===== src/hw/core_defines.svh =====
`ifndef CORE_DEFINES_SVH
`define CORE_DEFINES_SVH

// datapath width
`define XLEN 64

// integer register file
`define REG_NUM 32
`define REG_AW 5

// data memory, in doublewords
`define DMEM_WORDS 32
`define DMEM_AW 5

// first fetch address out of reset
`define RESET_PC 64'h0000_0000_8000_0000

`endif


===== src/hw/reg_file.sv =====
`timescale 1ns/1ps
`include "core_defines.svh"

module reg_file (
  input  logic               clk,
  input  logic               we_i,
  input  logic [`REG_AW-1:0] waddr_i,
  input  logic [`XLEN-1:0]   wdata_i,
  input  logic [`REG_AW-1:0] raddr1_i,
  input  logic [`REG_AW-1:0] raddr2_i,
  output logic [`XLEN-1:0]   rdata1_o,
  output logic [`XLEN-1:0]   rdata2_o
);

  logic [`XLEN-1:0] regs [`REG_NUM];

  always_ff @(posedge clk) begin
    if (we_i && waddr_i != '0) begin  // x0 is never written
      regs[waddr_i] <= wdata_i;
    end
  end

  // combinational reads, x0 hardwired
  assign rdata1_o = (raddr1_i == '0) ? '0 : regs[raddr1_i];
  assign rdata2_o = (raddr2_i == '0) ? '0 : regs[raddr2_i];

endmodule


===== config.mk =====
export PLATFORM = sky130hd
export DESIGN_NAME = reg_file
export DESIGN_NICKNAME = d
export VERILOG_FILES = /design/src/hw/reg_file.sv
export VERILOG_INCLUDE_DIRS = /design/src /design/src/hw
export SDC_FILE = /design/constraint.sdc
export NUM_CORES = 2
export LEC_CHECK = 0
export BUFFER_PORTS_ARGS = -buffer_cell sky130_fd_sc_hd__buf_4
export CORE_MARGIN = 2
export CORE_UTILIZATION = 40
export DETAILED_ROUTE_END_ITERATION = 16
export PLACE_DENSITY_LB_ADDON = 0.08
export SYNTH_ARGS = -nofsm -noshare
export SYNTH_HDL_FRONTEND = slang
export SYNTH_SLANG_ARGS = --single-unit

===== constraint.sdc =====
create_clock -name clk -period 6.85 [get_ports clk]
set_input_delay 1.0275 -clock clk [delete_from_list [all_inputs] [get_ports clk]]
set_output_delay 1.0275 -clock clk [all_outputs]
set_load 0.01 [all_outputs]

# Word level (Yosys, flattened, before mapping)
# Memories as Yosys holds them, arrays and structs flattened.
# Cells that the tools add are included.
[word_totals]
regBits = 0
ramBits = 2048
inputBits = 81
output_inout_bits = 128
word_cells = 9
n_memories = 1
[op_classes]
muxes = 4
n_reduce_logical = 4
[memory_table]
columns = ["memory", "depth", "width", "read_ports", "rd_ports_with_merged_regs", "write_ports", "line_no", "text"]
rows = [
  ["regs", 32, 64, 2, 0, 1, "reg_file.sv:15", "logic [`XLEN-1:0] regs [`REG_NUM];"],
]
[ops]
columns = ["cell", "n"]
rows = [
  ["2-to-1 mux 64 bit", 2],
  ["logical NOT 5 bit", 2],
  ["nonzero test 5 bit", 1],
  ["2-to-1 mux 1 bit", 2],
  ["logical AND 1 bit", 1],
]

# Longest topological paths before layout
[logic_depth]
ltp_word = 4
ltp_mapped = 10
ltp_nobuf = 4

# Least setup slack after synthesis
# OpenSTA, ideal clock, no wires.
[synth_timing]
path_type = "input to register"
from = "in waddr_i[1]"
to = "mem regs[12][0] in the netlist's numbering (enable)"
setup_ns = 0.486
t_arrival_ns = 4.349
required_time_ns = 6.364
slack_ns = 2.015
cell_stages = 3
n_path_buf = 1
path_cell_list = "or3b_2 -> clkbuf_1 -> nor2_1"
[synth_via]
elab_chain_len = 4
[synth_lines]
columns = ["item", "line_no", "text"]
rows = [
  ["from (decl)", "reg_file.sv:7", "input logic [`REG_AW-1:0] waddr_i,"],
  ["nonzero test 5 bit", "reg_file.sv:18", "if (we_i && waddr_i != '0) begin"],
  ["logical AND 1 bit", "reg_file.sv:18", ""],
  ["2-to-1 mux 1 bit", "reg_file.sv:18", ""],
  ["2-to-1 mux 1 bit (not written as such)", "reg_file.sv:19", "regs[waddr_i] <= wdata_i;"],
  ["to (decl)", "reg_file.sv:15", ""],
]
# Several ways; a longest one is shown, not always the timed one.

# Worst setup path after layout
[layout_timing]
from = "in raddr2_i[3]"
to = "out rdata2_o[23]"
[layout_via]
elab_chain_len = 2
word_cells_on_any_way = 3
classes_between = "mux: 1; reduce/logical: 1; memory: 1"
[layout_lines]
columns = ["item", "line_no", "text"]
rows = [
  ["from (decl)", "reg_file.sv:10", "input logic [`REG_AW-1:0] raddr2_i,"],
  ["memory read (32 x 64 bit) / logical NOT 5 bit (equally long branches)", "-", ""],
  ["2-to-1 mux 64 bit (*)", "reg_file.sv:25", "assign rdata2_o = (raddr2_i == '0) ? '0 : regs[raddr2_i];"],
  ["to (decl)", "reg_file.sv:12", "output logic [`XLEN-1:0] rdata2_o"],
]
# Every way passes the cells marked *; elsewhere a longest branch is shown, timed or not.

==> metrics.csv <==
metric,value,unit
grt_max_degree,74,
drc,0,
postSynthCellCount,4565,
start_kind,primary input,
async_flop_share,0,%
cts_tree,built,
rows,177,
die_y,489,um
n_fill_cell,19700,
preCtsSetupSlack,1510,ps
outcome,"finished, final reports clean",
ys_types,48,
post_cts_resized,0,
clk_pin_slew,60,ps
worst_pin_slew,1150,ps
fmax,0.186,GHz
dr.first_iter.drc_count,5620,
grt_pass1_vias,54000,
clkSinkCount,2048,
min-delay-path-class,in -> reg,
fin_util,46.1,%
routedWlPerCell,38.5,um
total_power,28600,uW
synth_top_flop_cell,edfxtp_1,
p_seq_share,49.1,%
powerDensity,266,nW/um2
syn_avg_cell_area,20.6,um2
worstPathRequired,5820,ps
cts_setup_buffers,0,
area_growth,14.4,%
grt-busiest-layer,met2,
critical_path_class,in -> out,
coreArea,233000,um2
dp_hpwl,171,mm
slew_headroom,23.2,%
hold_buffers,0,
netlist_area,93900,um2
ioPinCount,209,
finalMaxSlewViolations,0,
period_needed,5380,ps
via_count,52500,
gp_congestion,0.767,
p_sw_share,23.5,%
ys_warn_count,0,
dieArea,239000,um2
largestRegisters,regs x2048,
setup_viol,0,
drive_gt1_share,35.9,%
io_buffer_count,208,
synth_seq_cells,2048,
vias_per_cell,6.41,
layout_commonest_cell,edfxtp_1,
arrival,4360,ps
clockPowerShare,42.0,%
register_area,61500,um2
globalRouteMet2Util,44.0,%
largest_reg_flops,2048,
wirelength,315,mm
grt_pass1_wl,435,mm
gr-usage-all-layers,26.3,%
power_leakage,0.0344,uW
p_int,21900,uW
root_buffer,clkbuf_16,
multi_input_area,31100,um2
numCtsBuffers,225,
rsz0062_at_grt,no,
start_util,40.3,%
max-clock-path-buffers,3,
final_cell_mix,"edfxtp_1 (2048), mux4_2 (920), buf_4 (318)",
use_met1,36.2,%
p_switching,6720,uW
synth-edff-count,2048,
worstPathMaxFanout,30,
antenna_left,0,
overflow,0,
die_w,489,um
vdd_drop_max,0.000204,V
min_period_over_period,78.6,%
ys_seq_area_share,65.5,%
drv_cap,0,
tns,0,ps
finalWorstSetupSlack,1470,ps
first_pass_iters,6,
hold_viol,0,
antenna_found_initial,19,
grtUsageMet3,3.66,%
largest_register,regs,
finalNetCount,4944,
htreeDepth,4,
endpoint_kind,output port,
comb_power_share,8.9,%
==> critical path: stages <==
cell	delay, ps
buf_4	310
and2_4	670
buf_4	690
a22o_1	270
a211oi_1	50
buf_4	140
nor3_1	820
buf_4	270
==> power groups by stage <==
stage / Combinational [uW] / Clock [uW] / Sequential [uW]
5_1_grt: 2670 / 12700 / 14100
4_1_cts: 2570 / 12200 / 14000
6_report: 2530 / 12000 / 14000
2_1_floorplan: 1470 / 0 / 14300
3_5_place_dp: 2560 / 0 / 14300
3_3_place_gp: 2570 / 0 / 14300
==> cell type report <==
| class | count | share of cell area (%) |
|---|---|---|
| clock inverters | 149 | 1.35 |
| repair buffers | 384 | 3.41 |
| well taps | 3132 | 3.65 |
| clock buffers | 267 | 5.38 |
| diodes | 6 | 0.0140 |
| flip-flops and latches | 2048 | 57.2 |
| multi-input cells | 2202 | 29.0 |
| inverters | 2 | 0.0140 |
==> cell families after synthesis <==
kind of cell | Yosys count | share of synthesized area, %
flip-flops | 2048 | 65.5
AND/OR/NAND/NOR | 292 | 1.59
buffers and inverters | 378 | 1.96
multiplexers | 1353 | 26.9
other | 1 | 0.00399
AO/OA/AOI/OAI | 493 | 4.09
==> Yosys cell counts, types with 64 or more instances <==
cell type / number / share of area [%]
edfxtp_1: 2048 / 65
mux4_2: 920 / 22
buf_2: 115 / 0.61
mux2i_1: 284 / 3.0
clkbuf_1: 161 / 0.64
o22ai_1: 70 / 0.47
nor3_1: 64 / 0.34
a221oi_1: 68 / 0.63
a22oi_1: 75 / 0.60
nand2_1: 71 / 0.28
o221ai_1: 69 / 0.64
mux2_2: 149 / 1.8
==> final timing paths <==
path | start | end | depth (start not counted) | slack, ps
setup / recovery | raddr2_i[3] | rdata2_o[23] | 8 | 1470
hold / removal | wdata_i[25] | regs[0][25]$_DFFE_PP_ | 1 | 530
==> routing by layer <==
metal | routed length, um | share of wire (%)
met5 | 75 | 0.024
met1 | 131000 | 42
met3 | 19200 | 6.1
met4 | 7760 | 2.5
met2 | 157000 | 50
==> through the flow <==
stage          cells  hold WS [ps]  instance area [um2]
6_report        8190           532               107000
5_1_grt         8190           506               107000
4_1_cts         8184           460               107000
3_5_place_dp    7768          1450               100000
3_3_place_gp    7768          1440               100000
2_1_floorplan   4628          1130                94200
(Power assumes the default switching activity.)
