[src/hw/core_defines.svh]
`ifndef CORE_DEFINES_SVH
`define CORE_DEFINES_SVH

// datapath width
`define XLEN 64

// integer register file
`define REG_NUM 32
`define REG_AW 5

// data memory, in doublewords
`define DMEM_WORDS 32
`define DMEM_AW 5

// first fetch address out of reset
`define RESET_PC 64'h0000_0000_8000_0000

`endif

[src/hw/core_pkg.sv]
package core_pkg;

  typedef struct packed {
    logic [6:0] funct7;
    logic [4:0] rs2;
    logic [4:0] rs1;
    logic [2:0] funct3;
    logic [4:0] rd;
    logic [6:0] opcode;
  } r_fmt_t;

  typedef struct packed {
    logic [11:0] imm;
    logic [4:0]  rs1;
    logic [2:0]  funct3;
    logic [4:0]  rd;
    logic [6:0]  opcode;
  } i_fmt_t;

  typedef struct packed {
    logic [6:0] imm_hi;
    logic [4:0] rs2;
    logic [4:0] rs1;
    logic [2:0] funct3;
    logic [4:0] imm_lo;
    logic [6:0] opcode;
  } s_fmt_t;

  // branch offset bits are scattered, bit 0 is implied
  typedef struct packed {
    logic       imm12;
    logic [5:0] imm10_5;
    logic [4:0] rs2;
    logic [4:0] rs1;
    logic [2:0] funct3;
    logic [3:0] imm4_1;
    logic       imm11;
    logic [6:0] opcode;
  } b_fmt_t;

  typedef struct packed {
    logic [19:0] imm;
    logic [4:0]  rd;
    logic [6:0]  opcode;
  } u_fmt_t;

  typedef struct packed {
    logic       imm20;
    logic [9:0] imm10_1;
    logic       imm11;
    logic [7:0] imm19_12;
    logic [4:0] rd;
    logic [6:0] opcode;
  } j_fmt_t;

  // one fetched word, every format view at once
  typedef union packed {
    r_fmt_t r;
    i_fmt_t i;
    s_fmt_t s;
    b_fmt_t b;
    u_fmt_t u;
    j_fmt_t j;
  } rv_inst_u;

  typedef enum logic [3:0] {
    ALU_ADD,
    ALU_SUB,
    ALU_AND,
    ALU_OR,
    ALU_XOR,
    ALU_SLL,
    ALU_SRL,
    ALU_SRA,
    ALU_SLT,
    ALU_PASS_B  // lui
  } alu_op_e;

  typedef enum logic [1:0] {
    MEM_NONE,
    MEM_WORD,
    MEM_DOUBLE
  } mem_wdth_e;

endpackage

[src/hw/lsu_mem.sv]
`timescale 1ns/1ps
`include "core_defines.svh"

module lsu_mem (
  input  logic                clk,
  input  logic [`XLEN-1:0]    addr_i,
  input  core_pkg::mem_wdth_e mem_wdth_i,
  input  logic                load_i,
  input  logic                store_i,
  input  logic                commit_i,
  input  logic [`XLEN-1:0]    store_data_i,
  output logic [`XLEN-1:0]    load_data_o
);

  logic [`XLEN-1:0]   mem [`DMEM_WORDS];
  logic [`DMEM_AW-1:0] idx;
  logic               hi_half;
  logic [`XLEN-1:0]   dword;
  logic [31:0]        word;

  // doubleword index wraps over the array
  assign idx     = addr_i[`DMEM_AW+2:3];
  assign hi_half = addr_i[2];
  assign dword   = mem[idx];
  assign word    = hi_half ? dword[63:32] : dword[31:0];

  always_comb begin
    load_data_o = '0;
    if (load_i) begin
      case (mem_wdth_i)
        core_pkg::MEM_WORD:   load_data_o = {{(`XLEN-32){word[31]}}, word};  // lw
        core_pkg::MEM_DOUBLE: load_data_o = dword;
        default:              load_data_o = '0;
      endcase
    end
  end

  always_ff @(posedge clk) begin
    if (commit_i && store_i) begin
      case (mem_wdth_i)
        core_pkg::MEM_DOUBLE: mem[idx] <= store_data_i;
        core_pkg::MEM_WORD: begin
          // sw keeps the other half intact
          if (hi_half) begin
            mem[idx][63:32] <= store_data_i[31:0];
          end else begin
            mem[idx][31:0] <= store_data_i[31:0];
          end
        end
        default: ;
      endcase
    end
  end

endmodule

[config.mk]
export PLATFORM = sky130hd
export DESIGN_NAME = lsu_mem
export DESIGN_NICKNAME = d
export VERILOG_FILES = /design/src/hw/core_pkg.sv /design/src/hw/lsu_mem.sv
export VERILOG_INCLUDE_DIRS = /design/src /design/src/hw
export SDC_FILE = /design/constraint.sdc
export NUM_CORES = 2
export LEC_CHECK = 0
export ABC_AREA = 1
export BUFFER_PORTS_ARGS = -buffer_cell sky130_fd_sc_hd__buf_2
export CAP_MARGIN = 5
export CORE_MARGIN = 2
export CORE_UTILIZATION = 30
export DETAILED_ROUTE_END_ITERATION = 8
export PLACE_DENSITY = 0.46
export SKIP_LAST_GASP = 1
export SLEW_MARGIN = 20
export SYNTH_ARGS = -nofsm -noshare
export SYNTH_HDL_FRONTEND = slang
export SYNTH_SLANG_ARGS = --single-unit
[constraint.sdc]
create_clock -name clk -period 7.1 [get_ports clk]
set_input_delay 0.355 -clock clk [delete_from_list [all_inputs] [get_ports clk]]
set_output_delay 0.355 -clock clk [all_outputs]
set_load 0.05 [all_outputs]
Word-level counts from Yosys, hierarchy flattened

Memories as Yosys holds them, arrays and structs flattened.
Index checks and enable logic that the tools add are counted.

Bits in registers: 0
Memories kept: 1
Bits in writable memories: 2048
Word-level logic and storage cells: 22
Input port bits: 134

Memories:

| memory | words | bits a word | read ports | clocked after Yosys merged registers in | write ports | RTL line      | RTL |
|---|---|---|---|---|---|---|---|
| mem    | 32    | 64          | 1          | 0                                       | 1           | lsu_mem.sv:15 | `` logic [`XLEN-1:0] mem [`DMEM_WORDS]; `` |

Bitwise logic cells: 2
Equality and inequality tests: 2
Reduce and logical (&&, ||, !) cells: 1
Mux-type cells: 16

Operator list:

| kind               | count |
|---|---|
| $pmux 64 s2        | 1 |
| $mux 32            | 3 |
| $mux 64            | 1 |
| $mux 1             | 11 |
| $eq 2x1->1 const B | 1 |
| $eq 2x2->1 const B | 1 |
| $or 1x1->1         | 2 |
| $logic_and 1x1->1  | 1 |

Longest topological paths before layout

Word-level depth: 5
Mapped depth: 16

Worst setup path before layout

No wires, ideal clock.

Path type: input to register
Start: input addr_i[4]
End: memory mem[25][0] (netlist bit), enable pin
Path slack: 3061 ps
Buffers on the path: 3
Stages on the path: 6
Data arrival time: 3578 ps
Cell sequence: inv_2 buf_2 buf_1 nand2_1 buf_2 nor3_1

RTL lines:

| what            | RTL line      | RTL |
|---|---|---|
| start, declared | lsu_mem.sv:6  | `` input logic [`XLEN-1:0] addr_i, `` |
| end, declared   | lsu_mem.sv:15 |  |

Straight into the memory's write port.

Final worst setup path

Start: input addr_i[3]
End: output load_data_o[7]

Cells in the longest elaborated chain, start to end: 4

RTL lines:

| what              | RTL line      | RTL |
|---|---|---|
| $mem_v2 32x64 (*) | -             |  |
| $mux 32           | lsu_mem.sv:25 | `assign word = hi_half ? dword[63:32] : dword[31:0];` |
| $pmux 64 s2 (*)   | lsu_mem.sv:30 | `case (mem_wdth_i)` |
| $mux 64 (*)       | lsu_mem.sv:29 | `if (load_i) begin` |
| end, declared     | lsu_mem.sv:12 | `` output logic [`XLEN-1:0] load_data_o `` |

Every way passes the cells marked *; elsewhere a longest branch is shown, timed or not.

==> out/qor.csv <==
metric,value,unit
largest net degree at the start of global routing,170,
Mapped Cells,7413,
Port Buffer Count,139,
Post-DP HPWL,138,mm
antenna violations before repair,29,
"Seq/Total Area, Yosys",73.4,%
root buf cell,clkbuf_16,
syn avg cell area,11.3,um2
hold slack,0.0490,ns
crit path kind,in -> out,
ANT nets after route,0,
Comb pwr share,6.1,%
Post-CTS Resized,0,
routed length per instance,24.4,um
Synth Warn #,0,
CP Launch Type,input pin,
total track usage,19.2,%
final hold vios,0,
max-slew violations,0,
CP max stage delay,0.80,ns
hold path start,store_data_i[23],
critical path cell sequence,buf_8 > nor2_4 > buf_12 > buf_4 > nand2_1 > nand4_1 > nand2_1 > nand2_1 > nor2_1 > nand2_1 > nand2_1 > a21oi_1 > buf_2,
Top Registers,mem (2048),
Synth Register Bits,2048,
Top reg by flops,mem,
Switching Fraction,22.9,%
VDD IR max,0.229,mV
Post-Route WL,278,mm
drt first pass iters,5,
Sink Count,2048,
CTS H-tree lvls,4,
total power,25.6,mW
Synth Cell Area,83800,um2
fin crit share,64.9,%
Initial DRC Count,4776,
pwr dens,268,nW/um2
Cells on Worst Hold Path,1,
layout cells sized above 1,8.80,%
hold crit path type,in -> reg,
max FFs per register,2048,
Die Area,283000,um2
first-pass GRT wire length,392,mm
Max Clk Rate,0.217,GHz
core area,277000,um2
max-cap violation count,0,
Starting Density,30.2,%
Synth cell types,20,
drt drc,0,
CP most frequent cell,nand2_1,
required time worst endpoint,6.74,ns
leakage,35.6,nW
CP endpoint kind,output pin,
row cnt,193,
CTS tree,done,
clock tree buffer depth,3,
CP Max Fanout,130,
Die Width,532,um
setup violators final,0,
Setup TNS,0,ns
Psw,5.86,mW
number of global-route vias before repair,52572,
"Reg clk slew, reported paths",0.06,ns
Internal,19.7,mW
GR Overflow Total,0,
CP max stage cell,buf_4,
RSZ-0062 raised after global routing,no,
die height,532,um
Slew headroom,23.6,%
syn_nets,7549,
Final Net Count,7634,
clock network power share,41.7,%
CTS Buf Count,218,
Hold Crit Endpoint,mem[21][23]$_DFFE_PP_,
measured slew at the worst slew-check pin,1.15,ns
sequential power share,52.2,%
status,"complete, no violations",
Worst Path Arrival,4.25,ns
Placer Congestion,0.787,
Tmin final,4.61,ns
synth-to-layout area growth,14.1,%
vias per cell,4.86,
via count,55254,
Top Ports,198,
postcts setup bufs,0,
-- cell usage in the layout, fill, tap and decap left out, types with 11 or more instances in the layout --
cell / Yosys / routed
nand2_1: 3823 / 3821
clkbuf_1: 95 / 61
clkinv_1: 0 / 53
nand3_1: 534 / 534
edfxtp_1: 2048 / 2048
buf_4: 24 / 121
clkbuf_16: 0 / 224
diode_2: 0 / 12
nand4_1: 249 / 249
buf_12: 0 / 24
buf_2: 260 / 137
nor2_1: 131 / 129
nor3_2: 0 / 72
mux2_2: 32 / 32
inv_1: 51 / 50
dlygate4sd3_1: 0 / 11
a21oi_1: 32 / 32
clkinv_2: 0 / 26
-- layer usage --
| layer | track usage, % | share of wire [%] |
|---|---|---|
| met5 | 0 | 0.0097 |
| met4 | 9.49 | 5.2 |
| met3 | 2.18 | 4.3 |
| met2 | 31.6 | 48 |
| met1 | 25.0 | 43 |
-- worst max path at each step --
stage	start	depth (start not counted)	end	slack (ns)
floorplan	addr_i[4]	6	mem[25][0]$_DFFE_PP_	3.06
global placement	addr_i[3]	13	load_data_o[7]	2.70
detailed placement	addr_i[3]	14	load_data_o[19]	2.68
CTS	addr_i[3]	14	load_data_o[19]	2.68
global route	addr_i[4]	13	load_data_o[4]	2.52
finish	addr_i[3]	13	load_data_o[7]	2.49
-- power groups by stage --
stage          Clock (mW)  Sequential (mW)  Combinational, mW
3_3_place_gp            0             13.6               1.54
4_1_cts              10.9             13.4               1.56
2_1_floorplan           0             13.6              0.864
6_report             10.7             13.4               1.55
5_1_grt              11.3             13.4               1.68
3_5_place_dp            0             13.6               1.54
-- layout make-up --
class,instances,area (um2)
fill,27687,182000
multi-input combinational,4880,20400
antenna,12,30.0
timing repair buffer,295,2210
sequential,2048,61500
tap,3705,4640
clock buffer,285,5830
clock inverter,100,713
inverter,55,221
-- synthesized netlist by cell type (all sizes together) --
cell	number	area, um2
nand3	534	2670
a21oi	32	160
nand2	3825	14400
mux2	32	360
buf	335	1680
clkbuf	95	357
ha	2	25.0
nor3	72	360
edfxtp	2048	61500
nand4	249	1560
nor2	133	509
o21ai	1	5.00
inv	55	206
-- repair_timing --
action	in CTS	in global routing
hold buffers	11	0
hold endpoints to repair	217	0
endpoints found under the setup margin	0	0
-- worst max-delay path, delay by kind of cell --
family                 cells  cell delay (ns)
buffers and inverters      4             1.97
AOI/OAI and AO/OA          1             0.70
and+or+nand+nor            8             0.81
-- cells by family (layout without fill, tap and decap cells) --
| family | count (synthesis) | in the layout | share of synthesized area [%] |
|---|---|---|---|
| and+or+nand+nor | 4813 | 4813 | 23.2 |
| DFF | 2048 | 2048 | 73.4 |
| buffers and inverters | 485 | 735 | 2.68 |
| AOI/OAI and AO/OA | 33 | 33 | 0.197 |
| muxes | 32 | 32 | 0.430 |
| adders and majority gates | 2 | 2 | 0.0299 |
| other | 0 | 12 | 0 |
-- through the flow --
step                      cell area (um2)  util (%)  setup WS, ns  cells
final                               95600      34.5          2.49  11380
after global routing                95600      34.5          2.52  11377
after detailed placement            88900      32.1          2.68  10972
after global placement              88900      32.1          2.70  10972
after CTS                           95500      34.5          2.68  11368
after floorplan                     83800         -          3.06   7413
Note: power is estimated with default switching activity, not from simulation.
