--- config.mk ---
export PLATFORM = sky130hd
export DESIGN_NAME = inst_fetch
export DESIGN_NICKNAME = d
export VERILOG_FILES = /design/src/hw/core_pkg.sv /design/src/hw/inst_fetch.sv
export VERILOG_INCLUDE_DIRS = /design/src /design/src/hw
export SDC_FILE = /design/constraint.sdc
export NUM_CORES = 1
export LEC_CHECK = 0
export ABC_CLOCK_PERIOD_IN_PS = 8000
export BUFFER_PORTS_ARGS = -buffer_cell sky130_fd_sc_hd__buf_2
export CORE_AREA = 2 2 185 187
export DETAILED_ROUTE_END_ITERATION = 12
export DIE_AREA = 0 0 187 189
export PLACE_DENSITY_LB_ADDON = 0.1
export SYNTH_ARGS = -nofsm -noshare
export SYNTH_HDL_FRONTEND = slang
export SYNTH_SLANG_ARGS = --single-unit
--- constraint.sdc ---
create_clock -name clk -period 8 [get_ports clk]
set_clock_uncertainty 0.05 [all_clocks]
set_input_delay 1.6 -clock clk [delete_from_list [all_inputs] [get_ports clk]]
set_output_delay 1.6 -clock clk [all_outputs]
set_load 0.02 [all_outputs]
--- src/hw/core_defines.svh ---
`ifndef CORE_DEFINES_SVH
`define CORE_DEFINES_SVH

// datapath width
`define XLEN 64

// integer register file
`define REG_NUM 32
`define REG_AW 5

// data memory, in doublewords
`define DMEM_WORDS 32
`define DMEM_AW 5

// first fetch address out of reset
`define RESET_PC 64'h0000_0000_8000_0000

`endif

--- src/hw/core_pkg.sv ---
package core_pkg;

  typedef struct packed {
    logic [6:0] funct7;
    logic [4:0] rs2;
    logic [4:0] rs1;
    logic [2:0] funct3;
    logic [4:0] rd;
    logic [6:0] opcode;
  } r_fmt_t;

  typedef struct packed {
    logic [11:0] imm;
    logic [4:0]  rs1;
    logic [2:0]  funct3;
    logic [4:0]  rd;
    logic [6:0]  opcode;
  } i_fmt_t;

  typedef struct packed {
    logic [6:0] imm_hi;
    logic [4:0] rs2;
    logic [4:0] rs1;
    logic [2:0] funct3;
    logic [4:0] imm_lo;
    logic [6:0] opcode;
  } s_fmt_t;

  // branch offset bits are scattered, bit 0 is implied
  typedef struct packed {
    logic       imm12;
    logic [5:0] imm10_5;
    logic [4:0] rs2;
    logic [4:0] rs1;
    logic [2:0] funct3;
    logic [3:0] imm4_1;
    logic       imm11;
    logic [6:0] opcode;
  } b_fmt_t;

  typedef struct packed {
    logic [19:0] imm;
    logic [4:0]  rd;
    logic [6:0]  opcode;
  } u_fmt_t;

  typedef struct packed {
    logic       imm20;
    logic [9:0] imm10_1;
    logic       imm11;
    logic [7:0] imm19_12;
    logic [4:0] rd;
    logic [6:0] opcode;
  } j_fmt_t;

  // one fetched word, every format view at once
  typedef union packed {
    r_fmt_t r;
    i_fmt_t i;
    s_fmt_t s;
    b_fmt_t b;
    u_fmt_t u;
    j_fmt_t j;
  } rv_inst_u;

  typedef enum logic [3:0] {
    ALU_ADD,
    ALU_SUB,
    ALU_AND,
    ALU_OR,
    ALU_XOR,
    ALU_SLL,
    ALU_SRL,
    ALU_SRA,
    ALU_SLT,
    ALU_PASS_B  // lui
  } alu_op_e;

  typedef enum logic [1:0] {
    MEM_NONE,
    MEM_WORD,
    MEM_DOUBLE
  } mem_wdth_e;

endpackage

--- src/hw/inst_fetch.sv ---
`timescale 1ns/1ps
`include "core_defines.svh"

module inst_fetch (
  input  logic                clk,
  input  logic                reset_i,
  output logic                inst_arvalid_o,
  output logic [`XLEN-1:0]    inst_araddr_o,
  input  logic                inst_arready_i,
  input  logic                inst_rvalid_i,
  input  logic [31:0]         inst_rdata_i,
  output logic                inst_rready_o,
  input  logic                branch_i,
  input  logic                jump_i,
  input  logic                taken_i,
  input  logic [`XLEN-1:0]    target_i,
  input  logic [`REG_AW-1:0]  rd_i,
  input  logic                reg_we_i,
  input  logic [`XLEN-1:0]    wb_data_i,
  output logic                commit_o,
  output core_pkg::rv_inst_u  inst_o,
  output logic [`XLEN-1:0]    pc_o,
  output logic                retire_valid_o,
  output logic [`XLEN-1:0]    retire_pc_o,
  output logic [`REG_AW-1:0]  retire_rd_o,
  output logic                retire_we_o,
  output logic [`XLEN-1:0]    retire_wdata_o
);

  localparam logic [1:0] ST_IDLE = 2'd0;  // one cycle after reset
  localparam logic [1:0] ST_REQ  = 2'd1;  // address phase
  localparam logic [1:0] ST_WAIT = 2'd2;  // waiting for read data

  logic [1:0]       state_q, state_d;
  logic [`XLEN-1:0] pc_q, pc_next;

  assign inst_arvalid_o = (state_q == ST_REQ);
  assign inst_araddr_o  = pc_q;
  assign inst_rready_o  = (state_q == ST_WAIT);
  assign commit_o       = inst_rready_o & inst_rvalid_i;
  assign inst_o         = inst_rdata_i;  // decoded in the same cycle
  assign pc_o           = pc_q;

  always_comb begin
    if (jump_i || (branch_i && taken_i)) begin
      pc_next = target_i;
    end else begin
      pc_next = pc_q + `XLEN'd4;
    end
  end

  always_comb begin
    state_d = state_q;
    case (state_q)
      ST_IDLE: state_d = ST_REQ;
      ST_REQ:  if (inst_arready_i) state_d = ST_WAIT;
      ST_WAIT: if (inst_rvalid_i) state_d = ST_REQ;
      default: state_d = ST_IDLE;
    endcase
  end

  always_ff @(posedge clk) begin
    if (reset_i) begin
      state_q <= ST_IDLE;
      pc_q    <= `RESET_PC;
    end else begin
      state_q <= state_d;
      if (commit_o) pc_q <= pc_next;
    end
  end

  // retire trace lags commit by one cycle
  always_ff @(posedge clk) begin
    if (reset_i) begin
      retire_valid_o <= 1'b0;
    end else begin
      retire_valid_o <= commit_o;
    end
  end

  always_ff @(posedge clk) begin
    if (commit_o) begin
      retire_pc_o    <= pc_q;
      retire_rd_o    <= rd_i;
      retire_we_o    <= reg_we_i;  // x0 writes still report we
      retire_wdata_o <= wb_data_i;
    end
  end

endmodule

# Word-level counts from Yosys, hierarchy flattened

Index checks and enable logic that the tools add are counted.

Register bits: 201
Input bits: 173
Word-level logic and storage cells: 21

$add $sub $neg: 1
Equal/unequal tests: 4
Mux-type cells: 4
Bitwise gates (word level): 1
Reduce and logical (&&, ||, !) cells: 4

Operator list:

| cell                  | number |
|---|---|
| $add 64x3->64 const B | 1 |
| $mux 64               | 1 |
| $pmux 2 s3            | 1 |
| $mux 2                | 2 |
| $eq 2x1->1 const B    | 1 |
| $eq 2x2->1 const B    | 1 |
| $logic_not 2->1       | 1 |
| $ne 2x1->1 const B    | 1 |
| $ne 2x2->1 const B    | 1 |
| $reduce_and 2->1      | 1 |
| $and 1x1->1           | 1 |
| $logic_and 1x1->1     | 1 |
| $logic_or 1x1->1      | 1 |

# Logic depth before layout (Yosys ltp)

Word-level depth: 3
Mapped depth: 8

# Worst setup path before layout

Ideal clock, no wire load.

Kind: input -> output
Start: input port inst_rvalid_i
End: output port commit_o
Arrival time: 5.864 ns
Data required time: 6.350 ns
Setup slack: 0.486 ns
Cell stages on the path: 3
Path buffers: 1
Cell sequence: nand3b_1 inv_1 clkbuf_1

Cells in the longest elaborated chain, start to end: 1

RTL lines:

| item            | RTL line         | source |
|---|---|---|
| start, declared | inst_fetch.sv:10 | `input logic inst_rvalid_i,` |
| $and 1x1->1     | inst_fetch.sv:40 | `assign commit_o = inst_rready_o & inst_rvalid_i;` |
| end, declared   | inst_fetch.sv:20 | `output logic commit_o,` |

Every way passes these cells.

# Worst setup path in the final report

Ends and elaborated chain as after synthesis.

==> out/qor.txt <==
LEAKAGE -> 0.00490 uW
NumNets Final -> 1324
Worst path required time -> 6.35 ns
Shortest period the worst path allows -> 5.03 ns
Num CTS Buffers -> 25
Slowest cell on crit path -> buf_4
Final GP Congestion -> 0.771
Post-synth EDFFs -> 134
Vias -> 8151
WP data arrival -> 3.38 ns
Post-Synthesis Cells -> 847
Rel. slew slack -> 28.9%
# rows -> 67
Most frequent CP cell -> buf_2
Max-Cap Viols -> 0
Total gr overflow -> 0
Clock slew at reported path FFs -> 0.06 ns
Hold Vio Cnt, Final -> 0
Setup Buffers After CTS -> 0
PD cells -> 201 mW/mm^2
Cts repair resizes -> 0
Pins over their slew limit -> 0
Antenna violations before repair -> 4
Worst Tran Pin Value -> 1.06 ns
Crit-path max FO -> 99
Vias in the first global route -> 7611
Status -> completed
Met3 Resource Use GR -> 3.65%
Die area -> 0.0353 sq mm
Share of synthesized registers carrying an async set or reset -> 0%
Synthesized net count -> 1021
Hold-fix buffers at CTS -> 0
Crit share post-route -> 62.9%
Worst r2r src -> state_q[0]
Cell variety after synth -> 68
Setup repair after global routing missed its margin -> no
Area Growth Syn to Fin -> 26.7%
Largest net degree at the start of global routing -> 100
Initial DRT Pass Iterations -> 5
Syn. warnings -> 0
Top_reg_cell synth -> edfxtp_1
M1 GR Usage -> 25.0%
Grt met2 use -> 31.9%
Root buf cell -> clkbuf_16
CP Cell Sequence -> buf_2 > nand3b_1 > buf_4 > inv_6 > buf_2
Clk Latency, worst-skew pair -> 0.53 ns
Layout cells sized above 1 -> 41.0%
DR WL/cell -> 21.8 um
IO Pins -> 471
Gr usage total -> 18.9%
Setup TNS -> 0 ns
Critical Path Source Type -> input pin
Critical path origin -> inst_rvalid_i
VDD IR max -> 0.000122 V
Final setup vio count -> 0
Peak Freq -> 0.199 GHz
Initial Util -> 28.4%
Worst Setup End Kind -> output pin
HP Start -> inst_araddr_o[1]
Chip width -> 187 um
Final routed DRC violation total -> 0
Hpwl dp -> 24.6 mm
Busiest grt layer -> met2
HP Class -> register to register
Layout fillers -> 3433
Final Core Density -> 36.0%
#FFs+latches synth -> 201
Initial DRC count -> 529
Crit-path max cell delay -> 0.66 ns
Vias/cell -> 5.05
CTS max path bufs -> 3
ANT cells -> 0
Crit Path Class -> input pin to output pin
PnR Total Power -> 2410 uW
TritonCTS Sinks -> 201
Core box area -> 0.0333 sq mm
Syn avg cell area -> 11.2 sq um
Htree depth -> 1
Port Buffers -> 406
Die Height -> 189 um
Routed Antenna Nets -> 0
CTS tree -> yes
Mapped Area -> 0.00945 sq mm
Post-synthesis sequential area ratio -> 56.8%
First-pass GRT wire length -> 50.9 mm
Final wirelength -> 35.2 mm
==> synth_stat cells, types with 4 or more instances <==
library cell	count	area [sq um]
a21o_1	11	82.6
a21oi_1	38	190
a221oi_1	5	43.8
a22oi_1	32	240
a31o_2	4	35.0
a31oi_1	35	219
and2_1	11	68.8
and3_1	11	68.8
and4_1	5	43.8
buf_1	6	22.5
buf_4	96	721
clkbuf_1	25	93.8
clkbuf_8	4	55.1
dfxtp_1	67	1340
edfxtp_1	134	4020
inv_1	11	41.3
nand2_1	70	263
nand3_1	35	175
nand4_1	33	206
nand4_4	4	85.1
nor2_1	45	169
nor3_1	17	85.1
nor4_1	7	43.8
nor4_4	4	85.1
o211ai_1	18	135
o21ai_0	22	110
o22ai_1	4	25.0
o31ai_1	4	30.0
or3_1	10	62.6
or4_1	17	128
==> per-layer routing <==
metal	up-vias	share of wire [%]
li1	3784	-
met5	-	0.085
met4	4	1.8
met2	372	48
met3	68	6.9
met1	3923	44
==> final timing paths <==
check / slack (ns) / to / cells past startpoint
setup / recovery: 2.97 / commit_o / 5
hold reg to reg: 0.45 / inst_araddr_o[1] / 2
setup reg to reg: 4.31 / inst_araddr_o[43] / 6
hold / removal: 0.45 / inst_araddr_o[1] / 2
==> logic make-up (layout without fill, tap and decap cells) <==
kind of cell	Yosys count	after routing	share of synthesized area, %
AO/OA/AOI/OAI	197	197	14.0
AND/OR/NAND/NOR	296	296	18.3
flip-flops	201	201	56.8
multiplexers	4	4	0.437
adder cells (fa/ha/maj)	1	1	0.132
buffers and inverters	148	468	10.3
==> state kept, by name (all words and copies together) (netlist names) <==
register,flops
state_q,2
retire_rd_o,5
retire_pc_o,64
retire_wdata_o,64
inst_araddr_o,64
retire_we_o,1
retire_valid_o,1
==> layout by cell type, fill, tap and decap left out, types with 4 or more instances in the layout <==
master	synthesis	final
nand3_1	35	35
or4_1	17	17
nor2_1	45	44
and3_1	11	11
clkbuf_1	25	5
nor4_4	4	4
a21o_1	11	10
a22oi_1	32	32
a31oi_1	35	35
nand4_1	33	33
o21ai_0	22	22
a21oi_1	38	37
and2_1	11	11
o31ai_1	4	4
nor4_1	7	7
and4_1	5	5
buf_4	96	7
edfxtp_1	134	134
a221oi_1	5	5
nor3_1	17	17
o211ai_1	18	18
inv_1	11	10
o22ai_1	4	4
clkbuf_16	0	25
a31o_2	4	4
buf_2	2	406
nand4_4	4	4
dfxtp_1	67	67
nand2_1	70	70
clkinv_1	0	6
or3_1	10	10
==> through the flow <==
step / setup slack [ns] / instance area (sq um) / hold WS [ns] / std cells
floorplan: 0.486 / 9450 / 0.471 / 847
global placement: 3.00 / 11200 / 0.430 / 1571
detailed placement: 2.98 / 11200 / 0.440 / 1571
CTS: 2.97 / 12000 / 0.450 / 1615
global route: 2.84 / 12000 / 0.475 / 1615
finish: 2.97 / 12000 / 0.449 / 1615
==> area by class of cell <==
type | instances | area, sq um | area share (%)
clock buffer | 30 | 644 | 5.38
clock inverter | 14 | 148 | 1.23
inverter | 11 | 46.3 | 0.387
multi-input combinational | 498 | 3120 | 26.1
sequential | 201 | 5370 | 44.8
tap | 448 | 561 | 4.68
timing repair buffer | 413 | 2080 | 17.4
==> critical path: cells and delay by family <==
family	cells	cell delay, ns
buf+inv	4	1.62
simple gates	1	0.07
==> where the power goes <==
part | internal [uW] | switching (uW)
logic | 55.5 | 89.4
clock network | 667 | 453
registers | 1120 | 21.1
total | 1840 | 563
Power figures use the tool's default switching activity.
