## src/hw/core_defines.svh

```systemverilog
`ifndef CORE_DEFINES_SVH
`define CORE_DEFINES_SVH

// datapath width
`define XLEN 64

// integer register file
`define REG_NUM 32
`define REG_AW 5

// data memory, in doublewords
`define DMEM_WORDS 32
`define DMEM_AW 5

// first fetch address out of reset
`define RESET_PC 64'h0000_0000_8000_0000

`endif

```

## src/hw/core_pkg.sv

```systemverilog
package core_pkg;

  typedef struct packed {
    logic [6:0] funct7;
    logic [4:0] rs2;
    logic [4:0] rs1;
    logic [2:0] funct3;
    logic [4:0] rd;
    logic [6:0] opcode;
  } r_fmt_t;

  typedef struct packed {
    logic [11:0] imm;
    logic [4:0]  rs1;
    logic [2:0]  funct3;
    logic [4:0]  rd;
    logic [6:0]  opcode;
  } i_fmt_t;

  typedef struct packed {
    logic [6:0] imm_hi;
    logic [4:0] rs2;
    logic [4:0] rs1;
    logic [2:0] funct3;
    logic [4:0] imm_lo;
    logic [6:0] opcode;
  } s_fmt_t;

  // branch offset bits are scattered, bit 0 is implied
  typedef struct packed {
    logic       imm12;
    logic [5:0] imm10_5;
    logic [4:0] rs2;
    logic [4:0] rs1;
    logic [2:0] funct3;
    logic [3:0] imm4_1;
    logic       imm11;
    logic [6:0] opcode;
  } b_fmt_t;

  typedef struct packed {
    logic [19:0] imm;
    logic [4:0]  rd;
    logic [6:0]  opcode;
  } u_fmt_t;

  typedef struct packed {
    logic       imm20;
    logic [9:0] imm10_1;
    logic       imm11;
    logic [7:0] imm19_12;
    logic [4:0] rd;
    logic [6:0] opcode;
  } j_fmt_t;

  // one fetched word, every format view at once
  typedef union packed {
    r_fmt_t r;
    i_fmt_t i;
    s_fmt_t s;
    b_fmt_t b;
    u_fmt_t u;
    j_fmt_t j;
  } rv_inst_u;

  typedef enum logic [3:0] {
    ALU_ADD,
    ALU_SUB,
    ALU_AND,
    ALU_OR,
    ALU_XOR,
    ALU_SLL,
    ALU_SRL,
    ALU_SRA,
    ALU_SLT,
    ALU_PASS_B  // lui
  } alu_op_e;

  typedef enum logic [1:0] {
    MEM_NONE,
    MEM_WORD,
    MEM_DOUBLE
  } mem_wdth_e;

endpackage

```

## src/hw/inst_decode.sv

```systemverilog
`timescale 1ns/1ps
`include "core_defines.svh"

module inst_decode (
  input  core_pkg::rv_inst_u  inst_i,
  input  logic [`XLEN-1:0]    pc_i,
  output logic [`REG_AW-1:0]  raddr1_o,
  output logic [`REG_AW-1:0]  raddr2_o,
  input  logic [`XLEN-1:0]    rdata1_i,
  input  logic [`XLEN-1:0]    rdata2_i,
  output logic [`XLEN-1:0]    op1_o,
  output logic [`XLEN-1:0]    op2_o,
  output core_pkg::alu_op_e   alu_op_o,
  output logic [`REG_AW-1:0]  rd_o,
  output logic                reg_we_o,
  output core_pkg::mem_wdth_e mem_wdth_o,
  output logic                load_o,
  output logic                store_o,
  output logic [`XLEN-1:0]    store_data_o,
  output logic                branch_o,
  output logic                branch_ne_o,
  output logic                jump_o,
  output logic [`XLEN-1:0]    target_o
);

  localparam logic [6:0] OPC_OP     = 7'b0110011;
  localparam logic [6:0] OPC_OP_IMM = 7'b0010011;
  localparam logic [6:0] OPC_LUI    = 7'b0110111;
  localparam logic [6:0] OPC_LOAD   = 7'b0000011;
  localparam logic [6:0] OPC_STORE  = 7'b0100011;
  localparam logic [6:0] OPC_BRANCH = 7'b1100011;
  localparam logic [6:0] OPC_JAL    = 7'b1101111;

  logic [`XLEN-1:0] imm_i, imm_s, imm_b, imm_u, imm_j;
  logic             alt;  // funct7 = 0100000, sub / sra

  assign imm_i = {{(`XLEN-12){inst_i.i.imm[11]}}, inst_i.i.imm};
  assign imm_s = {{(`XLEN-12){inst_i.s.imm_hi[6]}}, inst_i.s.imm_hi, inst_i.s.imm_lo};
  assign imm_b = {{(`XLEN-13){inst_i.b.imm12}}, inst_i.b.imm12, inst_i.b.imm11,
                  inst_i.b.imm10_5, inst_i.b.imm4_1, 1'b0};
  assign imm_u = {{(`XLEN-32){inst_i.u.imm[19]}}, inst_i.u.imm, 12'b0};
  assign imm_j = {{(`XLEN-21){inst_i.j.imm20}}, inst_i.j.imm20, inst_i.j.imm19_12,
                  inst_i.j.imm11, inst_i.j.imm10_1, 1'b0};

  assign alt = (inst_i.r.funct7 == 7'b0100000);

  // register indices sit in the same place for every format
  assign raddr1_o     = inst_i.r.rs1;
  assign raddr2_o     = inst_i.r.rs2;
  assign rd_o         = inst_i.r.rd;
  assign store_data_o = rdata2_i;

  always_comb begin
    op1_o       = rdata1_i;
    op2_o       = rdata2_i;
    alu_op_o    = core_pkg::ALU_ADD;
    reg_we_o    = 1'b0;
    mem_wdth_o  = core_pkg::MEM_NONE;
    load_o      = 1'b0;
    store_o     = 1'b0;
    branch_o    = 1'b0;
    branch_ne_o = 1'b0;
    jump_o      = 1'b0;
    target_o    = pc_i + imm_b;

    case (inst_i.r.opcode)
      OPC_OP: begin
        reg_we_o = 1'b1;
        case (inst_i.r.funct3)
          3'b000: alu_op_o = alt ? core_pkg::ALU_SUB : core_pkg::ALU_ADD;
          3'b001: alu_op_o = core_pkg::ALU_SLL;
          3'b010: alu_op_o = core_pkg::ALU_SLT;
          3'b100: alu_op_o = core_pkg::ALU_XOR;
          3'b101: alu_op_o = alt ? core_pkg::ALU_SRA : core_pkg::ALU_SRL;
          3'b110: alu_op_o = core_pkg::ALU_OR;
          3'b111: alu_op_o = core_pkg::ALU_AND;
          default: reg_we_o = 1'b0;  // sltu not supported
        endcase
      end
      OPC_OP_IMM: begin
        if (inst_i.i.funct3 == 3'b000) begin  // addi only
          op2_o    = imm_i;
          reg_we_o = 1'b1;
        end
      end
      OPC_LUI: begin
        op2_o    = imm_u;
        alu_op_o = core_pkg::ALU_PASS_B;
        reg_we_o = 1'b1;
      end
      OPC_LOAD: begin
        op2_o = imm_i;
        if (inst_i.i.funct3 == 3'b011 || inst_i.i.funct3 == 3'b010) begin
          reg_we_o   = 1'b1;
          load_o     = 1'b1;
          mem_wdth_o = inst_i.i.funct3[0] ? core_pkg::MEM_DOUBLE : core_pkg::MEM_WORD;
        end
      end
      OPC_STORE: begin
        op2_o = imm_s;
        if (inst_i.s.funct3 == 3'b011 || inst_i.s.funct3 == 3'b010) begin
          store_o    = 1'b1;
          mem_wdth_o = inst_i.s.funct3[0] ? core_pkg::MEM_DOUBLE : core_pkg::MEM_WORD;
        end
      end
      OPC_BRANCH: begin
        // beq / bne compare rs1 against rs2
        branch_o    = (inst_i.b.funct3[2:1] == 2'b00);
        branch_ne_o = inst_i.b.funct3[0];
      end
      OPC_JAL: begin
        reg_we_o = 1'b1;
        jump_o   = 1'b1;
        target_o = pc_i + imm_j;
      end
      default: ;
    endcase
  end

endmodule

```

## config.mk

```make
export PLATFORM = sky130hd
export DESIGN_NAME = inst_decode
export DESIGN_NICKNAME = d
export VERILOG_FILES = /design/src/hw/core_pkg.sv /design/src/hw/inst_decode.sv
export VERILOG_INCLUDE_DIRS = /design/src /design/src/hw
export SDC_FILE = /design/constraint.sdc
export NUM_CORES = 1
export LEC_CHECK = 0
export ABC_CLOCK_PERIOD_IN_PS = 4860
export BUFFER_PORTS_ARGS = -buffer_cell sky130_fd_sc_hd__buf_2
export CAP_MARGIN = 30
export CORE_AREA = 2 2 195 197
export DETAILED_ROUTE_END_ITERATION = 12
export DIE_AREA = 0 0 197 199
export PLACE_DENSITY_LB_ADDON = 0.25
export SLEW_MARGIN = 0
export SYNTH_ARGS = -nofsm -noshare
export SYNTH_HDL_FRONTEND = slang
export SYNTH_SLANG_ARGS = --single-unit
```

## constraint.sdc

```tcl
create_clock -name vclk -period 4.86
set_clock_uncertainty 0.05 [all_clocks]
set_input_delay 0 -clock vclk [all_inputs]
set_output_delay 0 -clock vclk [all_outputs]
set_load 0.05 [all_outputs]
```

Word-level counts from Yosys, hierarchy flattened

Cells that the tools add are included.

Register bits: 0
Latch bits: 0
Bits in writable memories: 0
Bits in read-only memories: 0
Input port bits: 224
Output and inout port bits: 283
Memories kept: 0

Add/sub/neg operators: 2
Multipliers: 0
Divide/modulo/power cells: 0
Order comparisons: 0
Eq/ne operators: 15
Shift operators: 0
Muxes and demuxes: 19
Bitwise operators: 0
Reductions and logical operators: 6

Operators with widths:

| kind                 | count |
|---|---|
| $pmux W64 S4         | 1 |
| $add A64 B64 Y64     | 2 |
| $mux W64             | 2 |
| $eq A7 B6 Y1 const B | 4 |
| $pmux W4 S7          | 1 |
| $eq A7 B7 Y1 const B | 2 |
| $eq A3 B3 Y1 const B | 4 |
| $mux W1              | 10 |
| $pmux W4 S2          | 1 |
| $eq A7 B2 Y1 const B | 1 |
| $eq A7 B5 Y1 const B | 1 |
| $reduce_or A7 Y1     | 1 |
| $eq A3 B2 Y1 const B | 2 |
| $mux W2              | 3 |
| $pmux W1 S4          | 1 |
| $reduce_or A2 Y1     | 2 |
| $eq A3 B1 Y1 const B | 1 |
| $logic_not A3 Y1     | 1 |
| $logic_not A2 Y1     | 1 |
| $logic_or A1 B1 Y1   | 1 |

Longest topological paths before layout

Gate-level depths: netlist of the first run.

Word-level depth: 4
Depth in mapped cells: 18

Least setup slack after synthesis of the first run

No wires, ideal clock.

Path kind: in2out
Start point: input port inst_i[5] in the netlist's numbering
End point: output port target_o[53]
Data arrival time: 4449 ps
Slack: 361 ps
Stages on the path: 16
Path buffers: 3
Cell sequence: clkbuf_1 -> and3b_1 -> and3_1 -> clkbuf_1 -> clkbuf_1 -> mux2_2 -> ha_1 -> o211ai_1 -> a21oi_1 -> o211ai_1 -> nand2b_1 -> a21o_1 -> a31o_2 -> a221oi_1 -> nor2_1 -> a211oi_1

Cells in the longest elaborated chain, start to end: 2

RTL lines:

| item               | line              | RTL |
|---|---|---|
| start: declaration | inst_decode.sv:5  | `input core_pkg::rv_inst_u inst_i,` |
| $eq A7 B7 Y1       | inst_decode.sv:66 | `case (inst_i.r.opcode)` |
| $mux W64           | inst_decode.sv:66 |  |
| end: declaration   | inst_decode.sv:23 | `` output logic [`XLEN-1:0] target_o `` |

Every way passes these cells.

Final worst setup path of the first run

Start point: input port inst_i[4] in the netlist's numbering
End point: output port target_o[53]

The elaborated chain is that of the path after synthesis.

==> flow_summary.json, run 1 <==
{
  "antenna_found_initial": 4,
  "finalHoldViolations": 0,
  "grt_pass1_wl_um": 42300,
  "syn-cell-area_sq_um": 5850,
  "fillCellCount": 4256,
  "status": "completed",
  "ys_types": 65,
  "post-route-period-util": 0.908,
  "ios": 507,
  "start_util": 0.157,
  "clock_buffers": 0,
  "ys_warn_count": 0,
  "ff_latch_area_sq_um": 0,
  "antenna_left": 0,
  "routed_wirelength_um": 30600,
  "cts_setup_buffers": 0,
  "dp_hpwl_um": 26600,
  "cp_common_cell": "buf_2",
  "dpl_worst_slack_ns": 0.277,
  "holdCritPathClass": "in -> out",
  "worst_setup_path_start_kind": "primary input",
  "maxSlewViolCount": 0,
  "place_area_sq_um": 7150,
  "grt_overflow": 0,
  "worst_pin_slew_ns": 1.01,
  "yosys.area.top_type_share": 0.190,
  "synth_common_cells": "148 x buf_4, 93 x nand2_1, 84 x a21oi_1, 62 x ha_1, 47 x o21ai_0",
  "path_max_fanout": 10,
  "rows": 71,
  "hold_depth": 2,
  "period_minus_slack_ns": 4.41,
  "syn_nets": 1151,
  "fmax_mhz": 227,
  "worstSetupPathType": "in -> out",
  "powerDensity_nw_per_um2": 223,
  "setup_viol": 0,
  "ir_worst_vdd_mv": 0.101,
  "cp_data_required_time_ns": 4.81,
  "finalPower_uw": 1740,
  "place.gp.congestion": 0.922,
  "vias": 7310,
  "stdcell_area_sq_um": 7810,
  "path_delay_family": "compound AO/OA/AOI/OAI gates",
  "rsz0062_at_grt": "no",
  "drt-wirelength-per-cell_um": 19.1,
  "die_area_sq_um": 39200,
  "multi_input_area_sq_um": 4490,
  "synthCells": 864,
  "fin_util": 0.210,
  "tns_ns": 0,
  "holdPathEnd": "store_data_o[40]",
  "final_nets": 1417,
  "finalWorstSetupSlack_ns": 0.446,
  "viasPerCell": 4.56,
  "drc_errors": 0,
  "maxCapViolations": 0,
  "critPathMaxStageDelay_ns": 0.50,
  "max_slew_margin": 0.328,
  "final_layout_size_suffix_gt1_frac": 0.364,
  "crit_arrival_ns": 4.36,
  "first_iter_violations": 346,
  "synth_top_cell_by_area": "buf_4",
  "track_usage": 0.141,
  "core_area_sq_um": 37100,
  "synthTopCellsByArea": "buf_4 19%, ha_1 13%, a21oi_1 7.2%, nand2_1 6.0%, o21a_1 5.4%",
  "syn2layout_area_growth_pct": 33.6,
  "die-width_um": 197,
  "io_buffers": 377,
  "fp.dieH_um": 199,
  "drtPass1Iterations": 5,
  "seq_area_frac_synth": 0,
  "yosysMostFrequentCell": "buf_4",
  "critPathBufInv": 3,
  "hp-start": "rdata2_i[40]",
  "cp_slowest_cell": "a221oi_1",
  "grt_max_degree": 34,
  "grt_pass1_vias": 6842,
  "seq_cells": 0,
  "leakagePower_uw": 0.00382,
  "crit_path_cell_trace": "buf_2 -> and3b_1 -> and3_1 -> buf_4 -> mux2_2 -> ha_1 -> or2b_1 -> a21oi_1 -> o211ai_1 -> nand2b_1 -> a21o_1 -> a31o_2 -> a221oi_1 -> nor2_1 -> a211oi_1 -> buf_2",
  "cp-end-kind": "primary output",
  "synth_area_per_cell_sq_um": 6.77
}
[cells in the final DEF (no fill, tap or decap), drive strengths merged, types with 3 or more instances in the layout]
cell | Yosys | final
dlygate4sd3 | 0 | 65
nand3 | 10 | 10
a221oi | 3 | 3
o21ai | 49 | 49
or3 | 3 | 3
o21a | 42 | 42
nor4 | 8 | 8
buf | 152 | 386
nand2b | 11 | 11
a31oi | 10 | 10
nor2 | 35 | 35
nand2 | 93 | 93
nor3 | 19 | 19
xor2 | 28 | 28
o211ai | 4 | 4
and2 | 5 | 5
and3 | 8 | 8
o21bai | 15 | 15
inv | 27 | 27
nand4 | 19 | 19
or2 | 3 | 3
o31ai | 7 | 7
a211oi | 4 | 4
a211o | 3 | 3
mux2 | 5 | 5
a21o | 26 | 26
xnor2 | 33 | 33
ha | 62 | 62
a222oi | 5 | 5
nor2b | 5 | 5
a221o | 21 | 21
a21oi | 86 | 86
[where the power goes]
part	switching [uW]	leakage (uW)	total, uW	internal (uW)
Sequential	0	0	0	0
Clock	0	0.0000000127	0.0000551	0.0000551
Combinational	1300	0.00382	1740	444
[through the flow]
stage	std cells	hold WS, ns
after CTS	1602	0.253
after global routing	1603	0.260
after global placement	1535	-0.0497
after floorplan	864	0.117
final	1604	0.252
after detailed placement	1537	-0.0497
[worst max-delay path by stage]
| stage | slack (ns) | startpoint | end | cells after the start |
|---|---|---|---|---|
| 3_5_place_dp | 0.28 | inst_i[4] | target_o[55] | 17 |
| 5_1_grt | 0.01 | inst_i[4] | target_o[62] | 16 |
| 3_3_place_gp | 0.38 | inst_i[4] | target_o[55] | 17 |
| 6_report | 0.45 | inst_i[4] | target_o[53] | 16 |
| 2_1_floorplan | 0.36 | inst_i[5] | target_o[53] | 16 |
| 4_1_cts | 0.25 | inst_i[4] | target_o[55] | 17 |
[repair_timing]
action,CTS,global route
resized for setup,0,1
hold endpoints to repair,65,0
hold buffers,65,0
setup endpoints to repair,0,1
[final cells by class]
class | instances | share of cell area
Antenna cell | 2 | 0.000641
Inverter | 27 | 0.0130
Multi-Input combinational cell | 650 | 0.574
Tap cell | 474 | 0.0759
Timing Repair Buffer | 451 | 0.336
[kinds of logic after synthesis]
family                     Yosys count  synth area share
and+or+nand+nor                    232             0.193
adders and majority gates           64             0.138
muxes                                5           0.00963
buffers and inverters              214             0.235
AOI/OAI and AO/OA                  288             0.333
xor gates and xnor gates            61            0.0914
[metal layers]
metal  part of all wire  GRT usage
met1               0.44      0.180
met2               0.49      0.260
met3              0.049     0.0103
met4              0.024     0.0306
met5            0.00098          0
Power figures use the tool's default switching activity.
==> run 2, diff against run 1 <==
Settings changed: ABC_AREA set to 1, CORE_AREA 2 2 195 197 to 2 2 199 201, DIE_AREA 0 0 197 199 to 0 0 201 203.
==> run 2 against run 1 <==
Compared with the run above:
- first-iteration DRC count up 92%
- power up 9.5%
- routed wire length up 42%
- sequential share of layout area unchanged
- worst hold slack worse by 0.00058 ns
- worst setup slack better by 0.89 ns
- core utilization up 7.1 points
- critical path type unchanged
- largest cell class unchanged
==> flow_summary.json, run 2 <==
{
  "ys_warn_count": 0,
  "post-route-period-util": 0.725,
  "hp-start": "rdata2_i[31]",
  "timing.critical_path.from": "inst_i[5]",
  "ir_worst_vdd_mv": 0.106,
  "syn_nets": 2143,
  "rows": 72,
  "first_iter_violations": 664,
  "worst_setup_path_start_kind": "primary input",
  "setup_viol": 0,
  "vias": 11600,
  "yosysMostFrequentCell": "nand2_1",
  "fmax_mhz": 284,
  "ff_latch_area_sq_um": 0,
  "cts_setup_buffers": 0,
  "clock_buffers": 0,
  "io_buffers": 377,
  "max_slew_margin": 0.494,
  "core_area_sq_um": 38500,
  "seq_area_frac_synth": 0,
  "synth_area_per_cell_sq_um": 4.77,
  "leakagePower_uw": 0.00710,
  "holdCritPathClass": "in -> out",
  "powerDensity_nw_per_um2": 176,
  "die-width_um": 201,
  "antenna_left": 0,
  "drtPass1Iterations": 6,
  "synthTopCellsByArea": "nand2_1 31%, inv_1 16%, buf_4 12%, ha_1 8.8%, nor2_1 7.1%",
  "final_layout_size_suffix_gt1_frac": 0.194,
  "cp_data_required_time_ns": 4.81,
  "seq_cells": 0,
  "tns_ns": 0,
  "fin_util": 0.281,
  "antenna_found_initial": 4,
  "maxSlewViolCount": 0,
  "maxCapViolations": 0,
  "grt_max_degree": 48,
  "cp-end-kind": "primary output",
  "worstSetupPathType": "in -> out",
  "yosys.area.top_type_share": 0.306,
  "path_max_fanout": 11,
  "rsz0062_at_grt": "no",
  "place.gp.congestion": 0.921,
  "finalHoldViolations": 0,
  "final_nets": 2416,
  "synth_common_cells": "721 x nand2_1, 384 x inv_1, 168 x nor2_1, 146 x buf_4, 90 x o21ai_0",
  "drt-wirelength-per-cell_um": 16.5,
  "ctsHoldBuffers": 65,
  "synth_top_cell_by_area": "nand2_1",
  "synthCells": 1856,
  "fp.dieH_um": 203,
  "crit_arrival_ns": 3.47,
  "syn2layout_area_growth_pct": 22.3,
  "worst_pin_slew_ns": 0.758,
  "status": "completed",
  "dp_hpwl_um": 38700,
  "final_common_cell": "nand2_1",
  "cts_resized": 0,
  "start_util": 0.230,
  "drc_errors": 0,
  "ys_types": 35,
  "most-common-layout-cells": "721 x nand2_1, 384 x inv_1, 377 x buf_2, 168 x nor2_1, 90 x o21ai_0",
  "viasPerCell": 4.38,
  "grt_overflow": 0,
  "die_area_sq_um": 40800,
  "routed_wirelength_um": 43600,
  "ios": 507,
  "fillCellCount": 4657,
  "period_minus_slack_ns": 3.52,
  "grt_pass1_vias": 10800,
  "track_usage": 0.203,
  "syn-cell-area_sq_um": 8850,
  "grt_pass1_wl_um": 64200
}
==> run 2: cell types whose count changed after synthesis, sizes merged, moves of 42 or more <==
cell,before,now
nor2,35,176
inv,27,393
o21a,42,0
nand2,93,727
o21ai,49,113
a21oi,86,40
nand3,10,70
==> run 2: logic make-up after synthesis <==
logic type	after synthesis	share of synthesized area
and+or+nand+nor	1017	0.463
buffers and inverters	569	0.309
AOI/OAI and AO/OA	175	0.106
adders and majority gates	63	0.0899
xor gates and xnor gates	32	0.0317
==> run 2: area by class of cell <==
class	instances	area, sq um	share of cell area
Antenna cell	1	2.50	0.000231
Inverter	395	1490	0.137
Multi-Input combinational cell	1287	6120	0.565
Tap cell	518	648	0.0599
Timing Repair Buffer	445	2570	0.238
==> run 2: power breakdown <==
part           internal, uW   leakage (uW)  switching (uW)
Sequential                0              0               0
Clock             0.0000275  0.00000000634               0
Combinational           448        0.00710            1460
==> run 2: worst paths after layout <==
path                          endpoint  depth (start not counted)
worst min-delay path  store_data_o[31]                          2
worst max-delay path      target_o[33]                         19
==> run 2: layer usage <==
layer	GRT usage	wire length (um)	up-vias
li1	-	-	5974
met1	0.268	20000	5217
met2	0.375	21100	368
met3	0.00915	1930	28
met4	0.0241	619	4
met5	0	21	-
==> run 2: stage by stage <==
stage | worst slack [ns] | hold WS, ns | total power, uW | instance area [sq um] | instances
after detailed placement | 1.37 | -0.0497 | 1770 | 10200 | 2580
after CTS | 1.35 | 0.253 | 1920 | 10800 | 2645
after global routing | 1.01 | 0.255 | 2050 | 10800 | 2645
final | 1.34 | 0.252 | 1910 | 10800 | 2646
after floorplan | 1.78 | 0.117 | 1420 | 8850 | 1856
after global placement | 1.45 | -0.0497 | 1770 | 10200 | 2579
==> run 2: worst max-delay path, cell delays in order <==
cell and delay [ns]:
buf_2 0.09, inv_1 0.11, nor3_1 0.25, and2_1 0.44, inv_1 0.28, o21ai_1 0.27
inv_2 0.06, fa_1 0.43, inv_1 0.11, nand3_1 0.07, nand2_1 0.17, nand2_1 0.08
nand2_1 0.15, nand3_1 0.09, nand2_1 0.13, nand2_1 0.07, nand2_1 0.08, xor2_1 0.27
buf_2 0.33
==> run 3, diff against run 2 <==
Settings changed: ABC_AREA 1 to 0, ABC_CLOCK_PERIOD_IN_PS 4860 to 3440, CORE_AREA 2 2 199 201 to 2 2 195 197, DIE_AREA 0 0 201 203 to 0 0 197 199.
Clock period 4.86 ns to 3.44 ns, I/O delays scaled along.
==> run 3 against run 2 <==
Compared with the run above:
- the run now ends with setup timing left
- critical endpoint is now target_o[56]
- first-iteration DRC count shrank 34%
- worst setup slack got worse by 1.5 ns
- sequential share of layout area did not move
==> flow_summary.json, run 3 (synthesis results as in run 1) <==
{
  "die_area_sq_um": 39200,
  "dp_hpwl_um": 28500,
  "cp-endpoint": "target_o[56]",
  "finalHoldViolations": 0,
  "grt_overflow": 0,
  "drtPass1Iterations": 4,
  "rows": 71,
  "worstSetupPathType": "in -> out",
  "antenna_left": 0,
  "tns_ns": -0.823,
  "final_layout_size_suffix_gt1_frac": 0.509,
  "stdcell_count": 1735,
  "grt_max_degree": 34,
  "fp.dieH_um": 199,
  "setup_viol": 15,
  "antenna_found_initial": 10,
  "period_minus_slack_ns": 3.58,
  "final_common_cell": "buf_2",
  "crit_arrival_ns": 3.53,
  "worst_setup_path_start_kind": "primary input",
  "dr_wl_met3_um": 1920,
  "most-common-layout-cells": "331 x buf_2, 122 x buf_4, 92 x nand2_1, 66 x a21oi_1, 65 x dlygate4sd3_1",
  "place.gp.congestion": 0.925,
  "p_int_uw": 1140,
  "place_area_sq_um": 8510,
  "final_nets": 1546,
  "cp-end-kind": "primary output",
  "status": "finished, violations left",
  "ff_latch_area_sq_um": 0,
  "ir_worst_vdd_mv": 0.201,
  "dpl_worst_slack_ns": -0.553,
  "swShare": 0.643,
  "maxCapViolations": 0,
  "fmax_mhz": 280,
  "core_area_sq_um": 37100,
  "clock_buffers": 0,
  "stdcell_area_sq_um": 10300,
  "finalWorstSetupSlack_ns": -0.137,
  "io_buffers": 377,
  "drc_errors": 0,
  "hold_ws_ns": 0.252,
  "highest_layer": "met5",
  "power.net_switching_uw": 2050,
  "fillCellCount": 4084,
  "vias": 7882,
  "drt-met1-wl_um": 14400,
  "grt_pass1_vias": 7517,
  "seq_cells": 0,
  "p_clk_frac": 0,
  "timing.critical_path.from": "inst_i[4]",
  "ios": 507,
  "worst_pin_slew_ns": 0.895,
  "syn2layout_area_growth_pct": 75.6,
  "max_slew_margin": 0.403,
  "start_util": 0.157,
  "grt_pass1_wl_um": 46100,
  "dp_cells": 1640,
  "first_iter_violations": 441,
  "wl_met2_um": 16000,
  "cp_data_required_time_ns": 3.39,
  "maxSlewViolCount": 0,
  "viasPerCell": 4.54,
  "violations": "setup timing",
  "powerDensity_nw_per_um2": 311,
  "drt-wirelength-per-cell_um": 19.3,
  "leakagePower_uw": 0.00489,
  "holdCritPathClass": "in -> out",
  "p_seq_frac": 0,
  "p_comb_frac": 1.000,
  "track_usage": 0.154,
  "path_max_fanout": 3,
  "die-width_um": 197,
  "routed_wirelength_um": 33500,
  "post-route-period-util": 1.04,
  "rsz0062_at_grt": "yes"
}
==> run 3: cell types whose count changed in the layout (fill, tap and decap cells not counted), moves of 21 or more <==
cell     previous run  this run
a21o_1              0        24
a21oi_1            40        66
a221o_1             0        21
buf_2             377       331
buf_4               2       122
buf_6               0        46
inv_1             384        25
nand2_1           721        92
nand3_1            67        10
nor2_1            168        31
o21a_1              0        42
o21ai_0            90        35
==> run 3: routing by layer <==
| metal | GRT usage | vias up |
|---|---|---|
| met3 | 0.0202 | 50 |
| li1 | - | 3776 |
| met1 | 0.196 | 3665 |
| met2 | 0.266 | 379 |
| met4 | 0.0549 | 12 |
| met5 | 0 | - |
==> run 3: timing repair <==
action	in CTS	in global routing
endpoints found under the setup margin	37	38
setup buffers	14	14
pin swaps	39	48
hold buffers	65	0
resized for setup	111	92
endpoints found under the hold margin	65	0
==> run 3: how the worst min path moves through the flow <==
| stage | startpoint | end | slack [ns] | cells after the start |
|---|---|---|---|---|
| 6_report | rdata2_i[9] | store_data_o[9] | 0.25 | 2 |
| 5_1_grt | rdata2_i[9] | store_data_o[9] | 0.26 | 2 |
| 4_1_cts | rdata2_i[27] | store_data_o[27] | 0.25 | 2 |
| 3_5_place_dp | rdata1_i[12] | op1_o[12] | -0.05 | 0 |
| 3_3_place_gp | rdata1_i[12] | op1_o[12] | -0.05 | 0 |
| 2_1_floorplan | rdata1_i[0] | op1_o[0] | 0.12 | 1 |
==> run 3: power by group through the flow <==
stage / combinational (uW) / sequential (uW) / clock, uW
after floorplan: 2020 / 0 / 0
after global placement: 2680 / 0 / 0
after detailed placement: 2670 / 0 / 0
after CTS: 3050 / 0 / 0
after global routing: 3350 / 0 / 0.0000783
final: 3190 / 0 / 0.000158
==> run 3: area by class of cell <==
cell class,instances,area (sq um),area share
Tap cell,474,593,0.0578
Antenna cell,4,10.0,0.000975
Multi-Input combinational cell,650,5490,0.535
Inverter,27,101,0.00987
Timing Repair Buffer,580,4070,0.396
==> run 3: metrics by stage <==
step | utilization | total power [uW]
6_report | 0.277 | 3190
5_1_grt | 0.276 | 3350
4_1_cts | 0.263 | 3050
3_5_place_dp | 0.229 | 2670
3_3_place_gp | 0.229 | 2680
2_1_floorplan | - | 2020
==> run 3: critical path, cell delays in order <==
cell and delay, ns:
buf_6 0.09, and3b_2 0.23, and3_4 0.22, buf_6 0.13, mux2_4 0.32, ha_4 0.27, a211o_1 0.16, a211oi_2 0.09
or4b_4 0.55, a21oi_4 0.26, o2111ai_4 0.15, a311oi_2 0.26, buf_4 0.18, a21oi_4 0.08, o21ai_4 0.19, xor2_4 0.16
buf_6 0.17
